### src/hw/core_pkg.sv
/*
 * Shared widths, opcode/ALU/LSU/state enums and instruction field encodings
 */
`default_nettype none

package core_pkg;

  localparam int DataWidth    = 32;
  localparam int RegAddrWidth = 5;

  // RV32I major opcodes handled by this core
  typedef enum logic [6:0] {
    OPC_OP     = 7'b0110011,
    OPC_OP_IMM = 7'b0010011,
    OPC_LUI    = 7'b0110111,
    OPC_LOAD   = 7'b0000011,
    OPC_STORE  = 7'b0100011,
    OPC_BRANCH = 7'b1100011
  } opcode_e;

  typedef enum logic [2:0] {
    ALU_ADD,
    ALU_SUB,
    ALU_AND,
    ALU_OR,
    ALU_XOR,
    ALU_SLT,
    ALU_PASS_B  // LUI result
  } alu_op_e;

  typedef enum logic [1:0] {
    LSU_NONE,
    LSU_LOAD,
    LSU_STORE
  } lsu_op_e;

  typedef enum logic [1:0] {
    ST_FETCH,
    ST_EXECUTE,
    ST_MEMORY,
    ST_WRITEBACK
  } ctrl_state_e;

  // funct3 / funct7 field values
  localparam logic [2:0] F3_ADD_SUB = 3'b000;
  localparam logic [2:0] F3_SLT     = 3'b010;
  localparam logic [2:0] F3_XOR     = 3'b100;
  localparam logic [2:0] F3_OR      = 3'b110;
  localparam logic [2:0] F3_AND     = 3'b111;
  localparam logic [2:0] F3_WORD    = 3'b010;  // LW / SW
  localparam logic [2:0] F3_BEQ     = 3'b000;
  localparam logic [2:0] F3_BNE     = 3'b001;
  localparam logic [6:0] F7_ZERO    = 7'b0000000;
  localparam logic [6:0] F7_SUB     = 7'b0100000;

endpackage : core_pkg

`default_nettype wire

### src/hw/alu.sv
/*
 * ALU with add, sub, logic ops, signed compare and operand pass-through
 */
`timescale 1ns/1ns
`default_nettype none

module alu (
  input  wire core_pkg::alu_op_e            i_op,
  input  wire logic [core_pkg::DataWidth-1:0] i_a,
  input  wire logic [core_pkg::DataWidth-1:0] i_b,
  output logic      [core_pkg::DataWidth-1:0] o_res,
  output logic                                o_eq
);

  logic slt;

  assign slt  = $signed(i_a) < $signed(i_b);
  assign o_eq = (i_a == i_b);  // Branch compare for BEQ and BNE

  always_comb begin
    case (i_op)
      core_pkg::ALU_ADD:    o_res = i_a + i_b;
      core_pkg::ALU_SUB:    o_res = i_a - i_b;
      core_pkg::ALU_AND:    o_res = i_a & i_b;
      core_pkg::ALU_OR:     o_res = i_a | i_b;
      core_pkg::ALU_XOR:    o_res = i_a ^ i_b;
      core_pkg::ALU_SLT:    o_res = {{(core_pkg::DataWidth-1){1'b0}}, slt};
      core_pkg::ALU_PASS_B: o_res = i_b;
      default:              o_res = '0;
    endcase
  end

endmodule : alu

`default_nettype wire

### src/hw/decoder.sv
/*
 * Instruction decoder for the supported RV32I subset
 */
`timescale 1ns/1ns
`default_nettype none

module decoder (
  input  wire logic [   core_pkg::DataWidth-1:0] i_instr,
  output logic      [core_pkg::RegAddrWidth-1:0] o_rs1_addr,
  output logic      [core_pkg::RegAddrWidth-1:0] o_rs2_addr,
  output logic      [core_pkg::RegAddrWidth-1:0] o_rd_addr,
  output logic                                   o_rd_en,
  output logic      [   core_pkg::DataWidth-1:0] o_imm,
  output logic                                   o_use_imm,
  output core_pkg::alu_op_e                      o_alu_op,
  output core_pkg::lsu_op_e                      o_lsu_op,
  output logic                                   o_branch,
  output logic                                   o_branch_ne,
  output logic                                   o_illegal
);

  core_pkg::opcode_e              opcode;
  logic [2:0]                     funct3;
  logic [6:0]                     funct7;
  logic [core_pkg::DataWidth-1:0] imm_i, imm_s, imm_b, imm_u;

  assign opcode = core_pkg::opcode_e'(i_instr[6:0]);
  assign funct3 = i_instr[14:12];
  assign funct7 = i_instr[31:25];

  assign o_rd_addr  = i_instr[11:7];
  assign o_rs1_addr = i_instr[19:15];
  assign o_rs2_addr = i_instr[24:20];

  // Immediates by format, all sign extended from bit 31
  assign imm_i = {{20{i_instr[31]}}, i_instr[31:20]};
  assign imm_s = {{20{i_instr[31]}}, i_instr[31:25], i_instr[11:7]};
  assign imm_b = {{19{i_instr[31]}}, i_instr[31], i_instr[7], i_instr[30:25],
                  i_instr[11:8], 1'b0};
  assign imm_u = {i_instr[31:12], 12'b0};

  always_comb begin
    o_rd_en     = 1'b0;
    o_use_imm   = 1'b0;
    o_imm       = '0;
    o_alu_op    = core_pkg::ALU_ADD;
    o_lsu_op    = core_pkg::LSU_NONE;
    o_branch    = 1'b0;
    o_branch_ne = 1'b0;
    o_illegal   = 1'b0;

    case (opcode)
      core_pkg::OPC_OP: begin
        o_rd_en = 1'b1;
        case (funct3)
          core_pkg::F3_ADD_SUB: begin
            o_alu_op = (funct7 == core_pkg::F7_SUB) ? core_pkg::ALU_SUB : core_pkg::ALU_ADD;
          end
          core_pkg::F3_SLT: o_alu_op = core_pkg::ALU_SLT;
          core_pkg::F3_XOR: o_alu_op = core_pkg::ALU_XOR;
          core_pkg::F3_OR:  o_alu_op = core_pkg::ALU_OR;
          core_pkg::F3_AND: o_alu_op = core_pkg::ALU_AND;
          default:          o_illegal = 1'b1;
        endcase
        // Only SUB may carry a nonzero funct7
        if (funct7 != core_pkg::F7_ZERO &&
            !(funct3 == core_pkg::F3_ADD_SUB && funct7 == core_pkg::F7_SUB)) begin
          o_illegal = 1'b1;
        end
      end
      core_pkg::OPC_OP_IMM: begin
        o_rd_en   = 1'b1;
        o_use_imm = 1'b1;
        o_imm     = imm_i;
        case (funct3)
          core_pkg::F3_ADD_SUB: o_alu_op = core_pkg::ALU_ADD;
          core_pkg::F3_XOR:     o_alu_op = core_pkg::ALU_XOR;
          core_pkg::F3_OR:      o_alu_op = core_pkg::ALU_OR;
          core_pkg::F3_AND:     o_alu_op = core_pkg::ALU_AND;
          default:              o_illegal = 1'b1;  // No SLTI or shifts
        endcase
      end
      core_pkg::OPC_LUI: begin
        o_rd_en   = 1'b1;
        o_use_imm = 1'b1;
        o_imm     = imm_u;
        o_alu_op  = core_pkg::ALU_PASS_B;
      end
      core_pkg::OPC_LOAD: begin
        o_rd_en   = 1'b1;
        o_use_imm = 1'b1;
        o_imm     = imm_i;
        o_lsu_op  = core_pkg::LSU_LOAD;
        o_illegal = (funct3 != core_pkg::F3_WORD);
      end
      core_pkg::OPC_STORE: begin
        o_use_imm = 1'b1;
        o_imm     = imm_s;
        o_lsu_op  = core_pkg::LSU_STORE;
        o_illegal = (funct3 != core_pkg::F3_WORD);
      end
      core_pkg::OPC_BRANCH: begin
        o_imm       = imm_b;   // PC relative, added in the top
        o_branch    = 1'b1;
        o_branch_ne = (funct3 == core_pkg::F3_BNE);
        o_illegal   = (funct3 != core_pkg::F3_BEQ) && (funct3 != core_pkg::F3_BNE);
      end
      default: o_illegal = 1'b1;
    endcase

    // An illegal word has no side effects
    if (o_illegal) begin
      o_rd_en  = 1'b0;
      o_lsu_op = core_pkg::LSU_NONE;
      o_branch = 1'b0;
    end
  end

endmodule : decoder

`default_nettype wire

### src/hw/fetch_unit.sv
/*
 * Program counter and instruction fetch requester
 */
`timescale 1ns/1ns
`default_nettype none

module fetch_unit #(
  parameter logic [core_pkg::DataWidth-1:0] RESET_PC = '0
) (
  input  wire logic                           clk,
  input  wire logic                           rst_n,
  input  wire logic                           i_start,
  input  wire logic                           i_branch_taken,
  input  wire logic [core_pkg::DataWidth-1:0] i_branch_target,
  input  wire logic                           i_advance,
  input  wire logic                           i_done,
  input  wire logic [core_pkg::DataWidth-1:0] i_rdata,
  output logic                                o_req,
  output logic      [core_pkg::DataWidth-1:0] o_addr,
  output logic      [core_pkg::DataWidth-1:0] o_instr,
  output logic      [core_pkg::DataWidth-1:0] o_pc
);

  logic [core_pkg::DataWidth-1:0] pc_q;
  logic [core_pkg::DataWidth-1:0] instr_q;
  logic                           req_q;

  always_ff @(posedge clk or negedge rst_n) begin
    if (!rst_n) begin
      pc_q  <= RESET_PC;
      req_q <= 1'b0;
    end else begin
      if (i_done) req_q <= 1'b0;
      else if (i_start) req_q <= 1'b1;

      if (i_advance) begin
        pc_q <= i_branch_taken ? i_branch_target : pc_q + core_pkg::DataWidth'(4);
      end
    end
  end

  // Instruction holding register
  always_ff @(posedge clk) begin
    if (i_done) instr_q <= i_rdata;
  end

  assign o_req   = req_q;
  assign o_addr  = pc_q;
  assign o_pc    = pc_q;
  assign o_instr = instr_q;

  // Fetch address must not move while the memory stalls
  a_addr_stable : assert property (@(posedge clk) disable iff (!rst_n)
    o_req && !i_done |=> $stable(o_addr));

endmodule : fetch_unit

`default_nettype wire

### src/hw/lsu.sv
/*
 * Load/store requester on the shared memory port, with load data capture
 */
`timescale 1ns/1ns
`default_nettype none

module lsu (
  input  wire logic                           clk,
  input  wire logic                           rst_n,
  input  wire logic                           i_start,
  input  wire core_pkg::lsu_op_e              i_op,
  input  wire logic [core_pkg::DataWidth-1:0] i_addr,
  input  wire logic [core_pkg::DataWidth-1:0] i_wdata,
  input  wire logic                           i_done,
  input  wire logic [core_pkg::DataWidth-1:0] i_rdata,
  output logic                                o_req,
  output logic      [core_pkg::DataWidth-1:0] o_addr,
  output logic      [core_pkg::DataWidth-1:0] o_wdata,
  output logic                                o_we,
  output logic      [core_pkg::DataWidth-1:0] o_load_data,
  output logic                                o_busy
);

  core_pkg::lsu_op_e              op_q;
  logic                           req_q;
  logic [core_pkg::DataWidth-1:0] addr_q;
  logic [core_pkg::DataWidth-1:0] wdata_q;
  logic [core_pkg::DataWidth-1:0] load_q;

  always_ff @(posedge clk or negedge rst_n) begin
    if (!rst_n) begin
      op_q  <= core_pkg::LSU_NONE;
      req_q <= 1'b0;
    end else if (i_done) begin
      req_q <= 1'b0;
    end else if (i_start && i_op != core_pkg::LSU_NONE) begin
      op_q  <= i_op;
      req_q <= 1'b1;
    end
  end

  always_ff @(posedge clk) begin
    if (i_start) begin
      addr_q  <= i_addr;
      wdata_q <= i_wdata;
    end
    if (i_done && op_q == core_pkg::LSU_LOAD) load_q <= i_rdata;
  end

  assign o_req       = req_q;
  assign o_addr      = addr_q;
  assign o_wdata     = wdata_q;
  assign o_we        = (op_q == core_pkg::LSU_STORE);
  assign o_load_data = load_q;
  assign o_busy      = req_q || i_start;  // Busy from the start request on

endmodule : lsu

`default_nettype wire

### src/hw/mem_arbiter.sv
/*
 * Fixed-priority arbiter that hands the shared memory port to the LSU before fetch
 */
`timescale 1ns/1ns
`default_nettype none

module mem_arbiter (
  input  wire logic                           clk,
  input  wire logic                           rst_n,
  input  wire logic                           i_fetch_req,
  input  wire logic [core_pkg::DataWidth-1:0] i_fetch_addr,
  input  wire logic                           i_lsu_req,
  input  wire logic [core_pkg::DataWidth-1:0] i_lsu_addr,
  input  wire logic [core_pkg::DataWidth-1:0] i_lsu_wdata,
  input  wire logic                           i_lsu_we,
  input  wire logic                           i_mem_ready,
  input  wire logic [core_pkg::DataWidth-1:0] i_mem_data,
  output logic                                o_fetch_done,
  output logic                                o_lsu_done,
  output logic      [core_pkg::DataWidth-1:0] o_rdata,
  output logic      [core_pkg::DataWidth-1:0] o_mem_addr,
  output logic      [core_pkg::DataWidth-1:0] o_mem_data,
  output logic      [                  3:0]   o_mem_wr_en,
  output logic                                o_mem_rd_en,
  output logic                                o_mem_valid
);

  logic lock_q;   // Transfer stalled on ready
  logic owner_q;  // 1 when the LSU holds the lock
  logic sel_lsu;
  logic write;
  logic xfer;

  assign sel_lsu = lock_q ? owner_q : i_lsu_req;
  assign o_mem_valid = sel_lsu ? i_lsu_req : i_fetch_req;
  assign xfer = o_mem_valid && i_mem_ready;

  always_ff @(posedge clk or negedge rst_n) begin
    if (!rst_n) begin
      lock_q  <= 1'b0;
      owner_q <= 1'b0;
    end else if (o_mem_valid && !i_mem_ready) begin
      lock_q  <= 1'b1;
      owner_q <= sel_lsu;
    end else if (xfer) begin
      lock_q  <= 1'b0;
    end
  end

  assign write       = o_mem_valid && sel_lsu && i_lsu_we;
  assign o_mem_addr  = sel_lsu ? i_lsu_addr : i_fetch_addr;
  assign o_mem_data  = i_lsu_wdata;
  assign o_mem_wr_en = write ? 4'hF : 4'h0;  // Word stores only
  assign o_mem_rd_en = o_mem_valid && !write;

  assign o_fetch_done = xfer && !sel_lsu;
  assign o_lsu_done   = xfer && sel_lsu;
  assign o_rdata      = i_mem_data;

  // A stalled transfer keeps its request steady on the port until ready
  a_hold_stall : assert property (@(posedge clk) disable iff (!rst_n)
    o_mem_valid && !i_mem_ready |=> o_mem_valid && $stable(o_mem_addr) &&
    $stable(o_mem_data) && $stable(o_mem_wr_en));

endmodule : mem_arbiter

`default_nettype wire

### src/hw/reg_file.sv
/*
 * 32 x DATA_WIDTH register file, 2 read ports, 1 write port, x0 fixed at zero
 */
`timescale 1ns/1ns
`default_nettype none

module reg_file #(
  parameter int DATA_WIDTH = 32
) (
  input  wire logic                              clk,
  input  wire logic                              rst_n,
  input  wire logic [core_pkg::RegAddrWidth-1:0] i_rs1_addr,
  input  wire logic [core_pkg::RegAddrWidth-1:0] i_rs2_addr,
  input  wire logic [core_pkg::RegAddrWidth-1:0] i_rd_addr,
  input  wire logic [          DATA_WIDTH-1:0]   i_rd_data,
  input  wire logic                              i_wr_en,
  output logic      [          DATA_WIDTH-1:0]   o_rs1_data,
  output logic      [          DATA_WIDTH-1:0]   o_rs2_data
);

  logic [DATA_WIDTH-1:0] regs [2**core_pkg::RegAddrWidth];

  // Synchronous write port that never touches x0
  always_ff @(posedge clk or negedge rst_n) begin
    if (!rst_n) begin
      regs[0] <= '0;
    end else if (i_wr_en && i_rd_addr != '0) begin
      regs[i_rd_addr] <= i_rd_data;
    end
  end

  assign o_rs1_data = regs[i_rs1_addr];  // Async read
  assign o_rs2_data = regs[i_rs2_addr];

  // Writeback lasts a single cycle per instruction
  a_wr_pulse : assert property (@(posedge clk) disable iff (!rst_n)
    i_wr_en |=> !i_wr_en);

endmodule : reg_file

`default_nettype wire

### src/hw/riscv_core.sv
/*
 * Sequential RV32I subset core, FSM for instruction sequencing
 * Fetch, decode, register file, ALU, LSU and memory arbiter
 */
`timescale 1ns/1ns
`default_nettype none

module riscv_core #(
  parameter logic [core_pkg::DataWidth-1:0] RESET_PC = '0
) (
  input  wire logic                           clk,
  input  wire logic                           rst_n,
  output logic      [core_pkg::DataWidth-1:0] o_mem_addr,
  output logic      [core_pkg::DataWidth-1:0] o_mem_data,
  output logic      [                  3:0]   o_mem_wr_en,
  output logic                                o_mem_rd_en,
  output logic                                o_mem_valid,
  input  wire logic [core_pkg::DataWidth-1:0] i_mem_data,
  input  wire logic                           i_mem_ready,
  output logic                                o_illegal
);

  localparam int DW = core_pkg::DataWidth;
  localparam int AW = core_pkg::RegAddrWidth;

  core_pkg::ctrl_state_e state_q, state_d;

  logic          fetch_req, fetch_done, fetch_start;
  logic [DW-1:0] fetch_addr, instr, pc;
  logic          exec_done, branch_taken;
  logic [DW-1:0] branch_target;

  logic [AW-1:0] rs1_addr, rs2_addr, rd_addr;
  logic          rd_en, use_imm, branch, branch_ne, dec_illegal;
  logic [DW-1:0] imm;
  core_pkg::alu_op_e alu_op;
  core_pkg::lsu_op_e lsu_op;

  logic [DW-1:0] rs1_data, rs2_data, alu_b, alu_res, wb_data;
  logic          alu_eq, reg_we;

  logic          lsu_start, lsu_req, lsu_we, lsu_done, lsu_busy;
  logic [DW-1:0] lsu_addr, lsu_wdata, load_data, mem_rdata;

  // Sequencing FSM
  always_ff @(posedge clk or negedge rst_n) begin
    if (!rst_n) state_q <= core_pkg::ST_FETCH;
    else        state_q <= state_d;
  end

  always_comb begin
    state_d = state_q;
    case (state_q)
      core_pkg::ST_FETCH:     if (fetch_done) state_d = core_pkg::ST_EXECUTE;
      core_pkg::ST_EXECUTE: begin
        state_d = (lsu_op != core_pkg::LSU_NONE) ? core_pkg::ST_MEMORY : core_pkg::ST_WRITEBACK;
      end
      core_pkg::ST_MEMORY:    if (lsu_done) state_d = core_pkg::ST_WRITEBACK;
      core_pkg::ST_WRITEBACK: state_d = core_pkg::ST_FETCH;
      default:                state_d = core_pkg::ST_FETCH;
    endcase
  end

  assign fetch_start = (state_q == core_pkg::ST_FETCH) && !fetch_req;
  assign exec_done   = (state_q == core_pkg::ST_EXECUTE);
  assign lsu_start   = exec_done && (lsu_op != core_pkg::LSU_NONE);
  assign reg_we      = (state_q == core_pkg::ST_WRITEBACK) && rd_en;
  assign o_illegal   = exec_done && dec_illegal;  // Skipped, PC still advances

  // Operand and writeback selection
  assign alu_b         = use_imm ? imm : rs2_data;
  assign wb_data       = (lsu_op == core_pkg::LSU_LOAD) ? load_data : alu_res;
  assign branch_taken  = branch && (alu_eq ^ branch_ne);
  assign branch_target = pc + imm;

  fetch_unit #(.RESET_PC(RESET_PC)) u_fetch (
    .clk             (clk),
    .rst_n           (rst_n),
    .i_start         (fetch_start),
    .i_branch_taken  (branch_taken),
    .i_branch_target (branch_target),
    .i_advance       (exec_done),
    .i_done          (fetch_done),
    .i_rdata         (mem_rdata),
    .o_req           (fetch_req),
    .o_addr          (fetch_addr),
    .o_instr         (instr),
    .o_pc            (pc)
  );

  decoder u_decoder (
    .i_instr     (instr),
    .o_rs1_addr  (rs1_addr),
    .o_rs2_addr  (rs2_addr),
    .o_rd_addr   (rd_addr),
    .o_rd_en     (rd_en),
    .o_imm       (imm),
    .o_use_imm   (use_imm),
    .o_alu_op    (alu_op),
    .o_lsu_op    (lsu_op),
    .o_branch    (branch),
    .o_branch_ne (branch_ne),
    .o_illegal   (dec_illegal)
  );

  reg_file #(.DATA_WIDTH(DW)) u_reg_file (
    .clk        (clk),
    .rst_n      (rst_n),
    .i_rs1_addr (rs1_addr),
    .i_rs2_addr (rs2_addr),
    .i_rd_addr  (rd_addr),
    .i_rd_data  (wb_data),
    .i_wr_en    (reg_we),
    .o_rs1_data (rs1_data),
    .o_rs2_data (rs2_data)
  );

  alu u_alu (
    .i_op  (alu_op),
    .i_a   (rs1_data),
    .i_b   (alu_b),
    .o_res (alu_res),
    .o_eq  (alu_eq)
  );

  lsu u_lsu (
    .clk         (clk),
    .rst_n       (rst_n),
    .i_start     (lsu_start),
    .i_op        (lsu_op),
    .i_addr      (alu_res),   // rs1 + offset
    .i_wdata     (rs2_data),
    .i_done      (lsu_done),
    .i_rdata     (mem_rdata),
    .o_req       (lsu_req),
    .o_addr      (lsu_addr),
    .o_wdata     (lsu_wdata),
    .o_we        (lsu_we),
    .o_load_data (load_data),
    .o_busy      (lsu_busy)
  );

  mem_arbiter u_arbiter (
    .clk          (clk),
    .rst_n        (rst_n),
    .i_fetch_req  (fetch_req),
    .i_fetch_addr (fetch_addr),
    .i_lsu_req    (lsu_req),
    .i_lsu_addr   (lsu_addr),
    .i_lsu_wdata  (lsu_wdata),
    .i_lsu_we     (lsu_we),
    .i_mem_ready  (i_mem_ready),
    .i_mem_data   (i_mem_data),
    .o_fetch_done (fetch_done),
    .o_lsu_done   (lsu_done),
    .o_rdata      (mem_rdata),
    .o_mem_addr   (o_mem_addr),
    .o_mem_data   (o_mem_data),
    .o_mem_wr_en  (o_mem_wr_en),
    .o_mem_rd_en  (o_mem_rd_en),
    .o_mem_valid  (o_mem_valid)
  );

  // MEMORY is entered only for LW/SW, and the LSU then owns a request
  a_mem_state : assert property (@(posedge clk) disable iff (!rst_n)
    state_q == core_pkg::ST_MEMORY |-> lsu_op != core_pkg::LSU_NONE && lsu_busy);

endmodule : riscv_core

`default_nettype wire

### config.mk
export PLATFORM = sky130hd
export DESIGN_NAME = riscv_core
export DESIGN_NICKNAME = d
export VERILOG_FILES = /design/src/hw/core_pkg.sv /design/src/hw/alu.sv /design/src/hw/decoder.sv /design/src/hw/fetch_unit.sv /design/src/hw/lsu.sv /design/src/hw/mem_arbiter.sv /design/src/hw/reg_file.sv /design/src/hw/riscv_core.sv
export SDC_FILE = /design/constraint.sdc
export NUM_CORES = 2
export LEC_CHECK = 0
export ABC_AREA = 0
export BUFFER_PORTS_ARGS = -buffer_cell sky130_fd_sc_hd__clkbuf_2
export CAP_MARGIN = 20
export CELL_PAD_IN_SITES_DETAIL_PLACEMENT = 0
export CELL_PAD_IN_SITES_GLOBAL_PLACEMENT = 2
export CORE_MARGIN = 4
export CORE_UTILIZATION = 30
export DETAILED_ROUTE_END_ITERATION = 12
export MAX_ROUTING_LAYER = met4
export PLACE_DENSITY_LB_ADDON = 0.1
export SETUP_SLACK_MARGIN = 0.3
export SYNTH_ARGS = -nofsm -noshare
export SYNTH_HDL_FRONTEND = slang
export SYNTH_SLANG_ARGS = --single-unit
### constraint.sdc
create_clock -name clk -period 14.6 [get_ports clk]
set_input_delay 1.46 -clock clk [delete_from_list [all_inputs] [get_ports clk]]
set_output_delay 1.46 -clock clk [all_outputs]
set_load 0.01 [all_outputs]
==> flow_summary.toml <==
[clock_tree]
hold_buffers = 0
path_clk_slew_ns = 0.06
cts_made_buffers = 142
htree_levels = 4
cts_tree = "done"
clock_sinks = 1192
cts-root-buf = "clkbuf_16"
post_cts_resize_count = 0
insertion_delay_ns = 0.81
clk_path_buf_depth = 3
post-cts-setup-buffer-count = 0

[routing]
dr.pass1.iters = 6
ant_nets = 0
viasPerCell = 5.60
drc = 0
drtIter0Drc = 3729
avgRoutedWirePerCell_um = 35.1
num_vias = 36900
wl_um = 231000

[synth]
synth_warnings = 0
synthFlopType = "edfxtp_1"
syn_nets = 3879
synthArstFlopShare_pct = 6.04
synth_seq_cells = 1192
ys_types = 99
yosysTopAreaCellShare_pct = 54.5
syn_area_um2 = 61700
netlist_instances = 3702
syn_area_per_cell_um2 = 16.7
synth_edf_count = 1120
synth.largest_area_cell = "edfxtp_1"
yosysSeqAreaShare_pct = 57.5
synth.area.top_cells = "edfxtp_1 55%, mux4_2 23%, dfrtp_1 2.9%, ha_1 2.8%, mux2_2 1.8%"

[global_route]
antenna_found_initial = 7
grt_pass1_vias = 38200
grt.total_usage_pct = 22.3
grt_overflow = 0
grt_pass1_wl_um = 319000
grtUsageMet3_pct = 2.78
grt_use_met1_pct = 29.8
grt_use_met2_pct = 36.1
grt_max_degree = 126
top_usage_layer = "met2"

[min_path]
hold_start = "u_reg_file.regs[1008]"
hp-class = "reg -> reg"
holdPathStages = 0
hold-path-endpoint = "u_reg_file.regs[1008]"

[worst_setup_path]
startpoint = "u_fetch.o_instr[20]"
cp_cell_sequence = "buf_4 -> buf_4 -> mux4_2 -> mux4_2 -> mux2i_1 -> nand2_1 -> o21ai_0 -> ha_1 -> nor2b_1 -> a2111oi_0 -> o311a_1 -> a21oi_1 -> o32ai_1 -> o21ai_0 -> mux2i_1 -> nand3_1 -> mux2_2"
critPathLaunchType = "flop"
arrival_ns = 8.89
slowest_delay_ns = 0.94
endpoint_kind = "flop"
critical_path.max_fanout = 37
r2r-start = "u_fetch.o_instr[20]"
crit_slowest_cell = "edfxtp_1"
cp.required_ns = 15.04
r2r_slack_ns = 6.15
critPathKind = "reg -> reg"
r2r_end = "u_reg_file.regs[350]"
reg2regPathDepth = 17

[die]
die_w_um = 461
dieHeight_um = 461
coreArea_um2 = 205000
dieArea_um2 = 213000
top_level_ports = 106
row_count = 166
start_util_pct = 30.1

[sta]
skew_ns = 0.0348
tns_ns = 0
finalSetupViolations = 0
grt_setup_unrepaired = "false"
slew_headroom_pct = 22.7
worstMarginPinSlew_ns = 1.13
min_period_ns = 8.45
slew_viol_final = 0
timing.final.hold_violations = 0
layout_worst_path_cycle_share_pct = 57.9
fmax_ghz = 0.118

[power]
power.density_nw_per_um2 = 224
leakage_uw = 0.0233
ir_worst_vdd_mv = 0.140

[placement]
dp_cells = 6333
gp_congestion = 0.855
hpwl_um = 146000
port_buffers = 105

[finish]
instances_no_fill = 6589
drive_above_1_share_pct = 32.3
fin_nets = 3966
final_common_cell = "edfxtp_1"
final_cell_mix = "1120 x edfxtp_1, 640 x mux4_2, 177 x nand2_1"
area_growth_syn_to_layout_pct = 13.8

[flow_run]
maxCapViolations = 0

[status]
status = "finished clean"
==> worst max-delay path, delay by kind of cell, from the launching register on <==
family | cells | cell delay, ns
AO/OA/AOI/OAI | 6 | 2.19
multiplexers | 5 | 2.48
flip-flops | 1 | 0.94
buffers and inverters | 2 | 1.45
adder cells (fa/ha/maj) | 1 | 0.53
AND/OR/NAND/NOR | 3 | 0.38
==> power by group <==
group / total (uW) / internal (uW) / leakage, uW / switching [uW]
clock: 3450 / 1980 / 0.00217 / 1480
combinational: 6610 / 1990 / 0.0101 / 4620
sequential: 5680 / 5580 / 0.0110 / 93.0
==> through the flow <==
stage / area (um^2) / utilization (%) / worst slack [ns] / power [uW] / hold WS, ns
after global routing: 70200 / 34.3 / 5.73 / 16500 / 0.409
after detailed placement: 65700 / 32.1 / 6.18 / 12400 / 0.383
after floorplan: 61700 / - / 7.83 / 9700 / 0.441
after CTS: 70100 / 34.3 / 6.11 / 15900 / 0.396
final: 70200 / 34.3 / 6.15 / 15700 / 0.392
after global placement: 65700 / 32.1 / 6.20 / 12400 / 0.379
==> metal layers <==
layer | wire [um] | up-vias
li1 | - | 15400
met1 | 103000 | 20200
met2 | 113000 | 1002
met3 | 9710 | 261
met4 | 6100 | 0
met5 | 0 | -
==> cell type report <==
type | count | area (um^2)
fillers | 19400 | 134000
repair buffers | 223 | 1520
multi-input cells | 2099 | 24900
flip-flops and latches | 1192 | 35400
clock buffers | 183 | 3820
well taps | 2688 | 3360
clock inverters | 70 | 614
diodes | 3 | 7.51
inverters | 131 | 492
==> worst max-delay path by stage <==
stage	depth (start not counted)	slack, ns	endpoint
floorplan	6	7.83	u_lsu.op_q[0]
global placement	17	6.20	u_reg_file.regs[92]
detailed placement	17	6.18	u_reg_file.regs[764]
CTS	17	6.11	u_reg_file.regs[286]
global route	17	5.73	u_reg_file.regs[350]
finish	17	6.15	u_reg_file.regs[350]
==> state kept, by name, indices dropped and copies added, names as in the netlist <==
| signal | flops |
|---|---|
| u_reg_file.regs | 1024 |
| u_fetch.o_addr | 32 |
| u_fetch.o_instr | 32 |
| u_lsu.o_addr | 32 |
| u_lsu.o_load_data | 32 |
| u_lsu.o_wdata | 32 |
| state_q | 2 |
| u_lsu.op_q | 2 |
| u_arbiter.lock_q | 1 |
| u_arbiter.owner_q | 1 |
| u_fetch.o_req | 1 |
| u_lsu.o_req | 1 |
==> cell families (layout without fill, tap and decap cells) <==
| kind of cell | count (synthesis) | after routing | share of synthesized area, % |
|---|---|---|---|
| DFF | 1192 | 1192 | 57.5 |
| adders and majority gates | 142 | 142 | 2.92 |
| other | 0 | 3 | 0 |
| AOI/OAI and AO/OA | 564 | 564 | 6.06 |
| muxes | 769 | 769 | 25.7 |
| xor gates and xnor gates | 31 | 31 | 0.440 |
| buffers and inverters | 411 | 607 | 2.68 |
| and+or+nand+nor | 593 | 593 | 4.75 |
==> cell usage after synthesis (9+ instances only) <==
| master | number |
|---|---|
| o31ai_1 | 14 |
| clkbuf_1 | 177 |
| o211ai_1 | 23 |
| buf_1 | 41 |
| xor2_1 | 14 |
| mux2_2 | 100 |
| nand3_1 | 36 |
| a221o_1 | 13 |
| ha_1 | 139 |
| nand2_1 | 177 |
| a21o_1 | 26 |
| dfrtp_1 | 72 |
| a21oi_1 | 155 |
| o21a_1 | 26 |
| xnor2_1 | 17 |
| a221oi_1 | 9 |
| buf_2 | 52 |
| a31oi_1 | 11 |
| or2_2 | 19 |
| nor3b_1 | 13 |
| and3_1 | 12 |
| o22ai_1 | 15 |
| o21bai_1 | 13 |
| and2_1 | 23 |
| mux4_2 | 640 |
| nor2b_1 | 23 |
| nand4_1 | 17 |
| edfxtp_1 | 1120 |
| o21ai_0 | 127 |
| mux2i_1 | 27 |
| o221ai_1 | 15 |
| nor3_1 | 26 |
| or3_1 | 15 |
| nor2_1 | 160 |
| a211oi_1 | 14 |
| inv_1 | 131 |
| nand2b_1 | 26 |
| o2111ai_1 | 10 |
No activity file was read; power rests on OpenSTA's default activity.
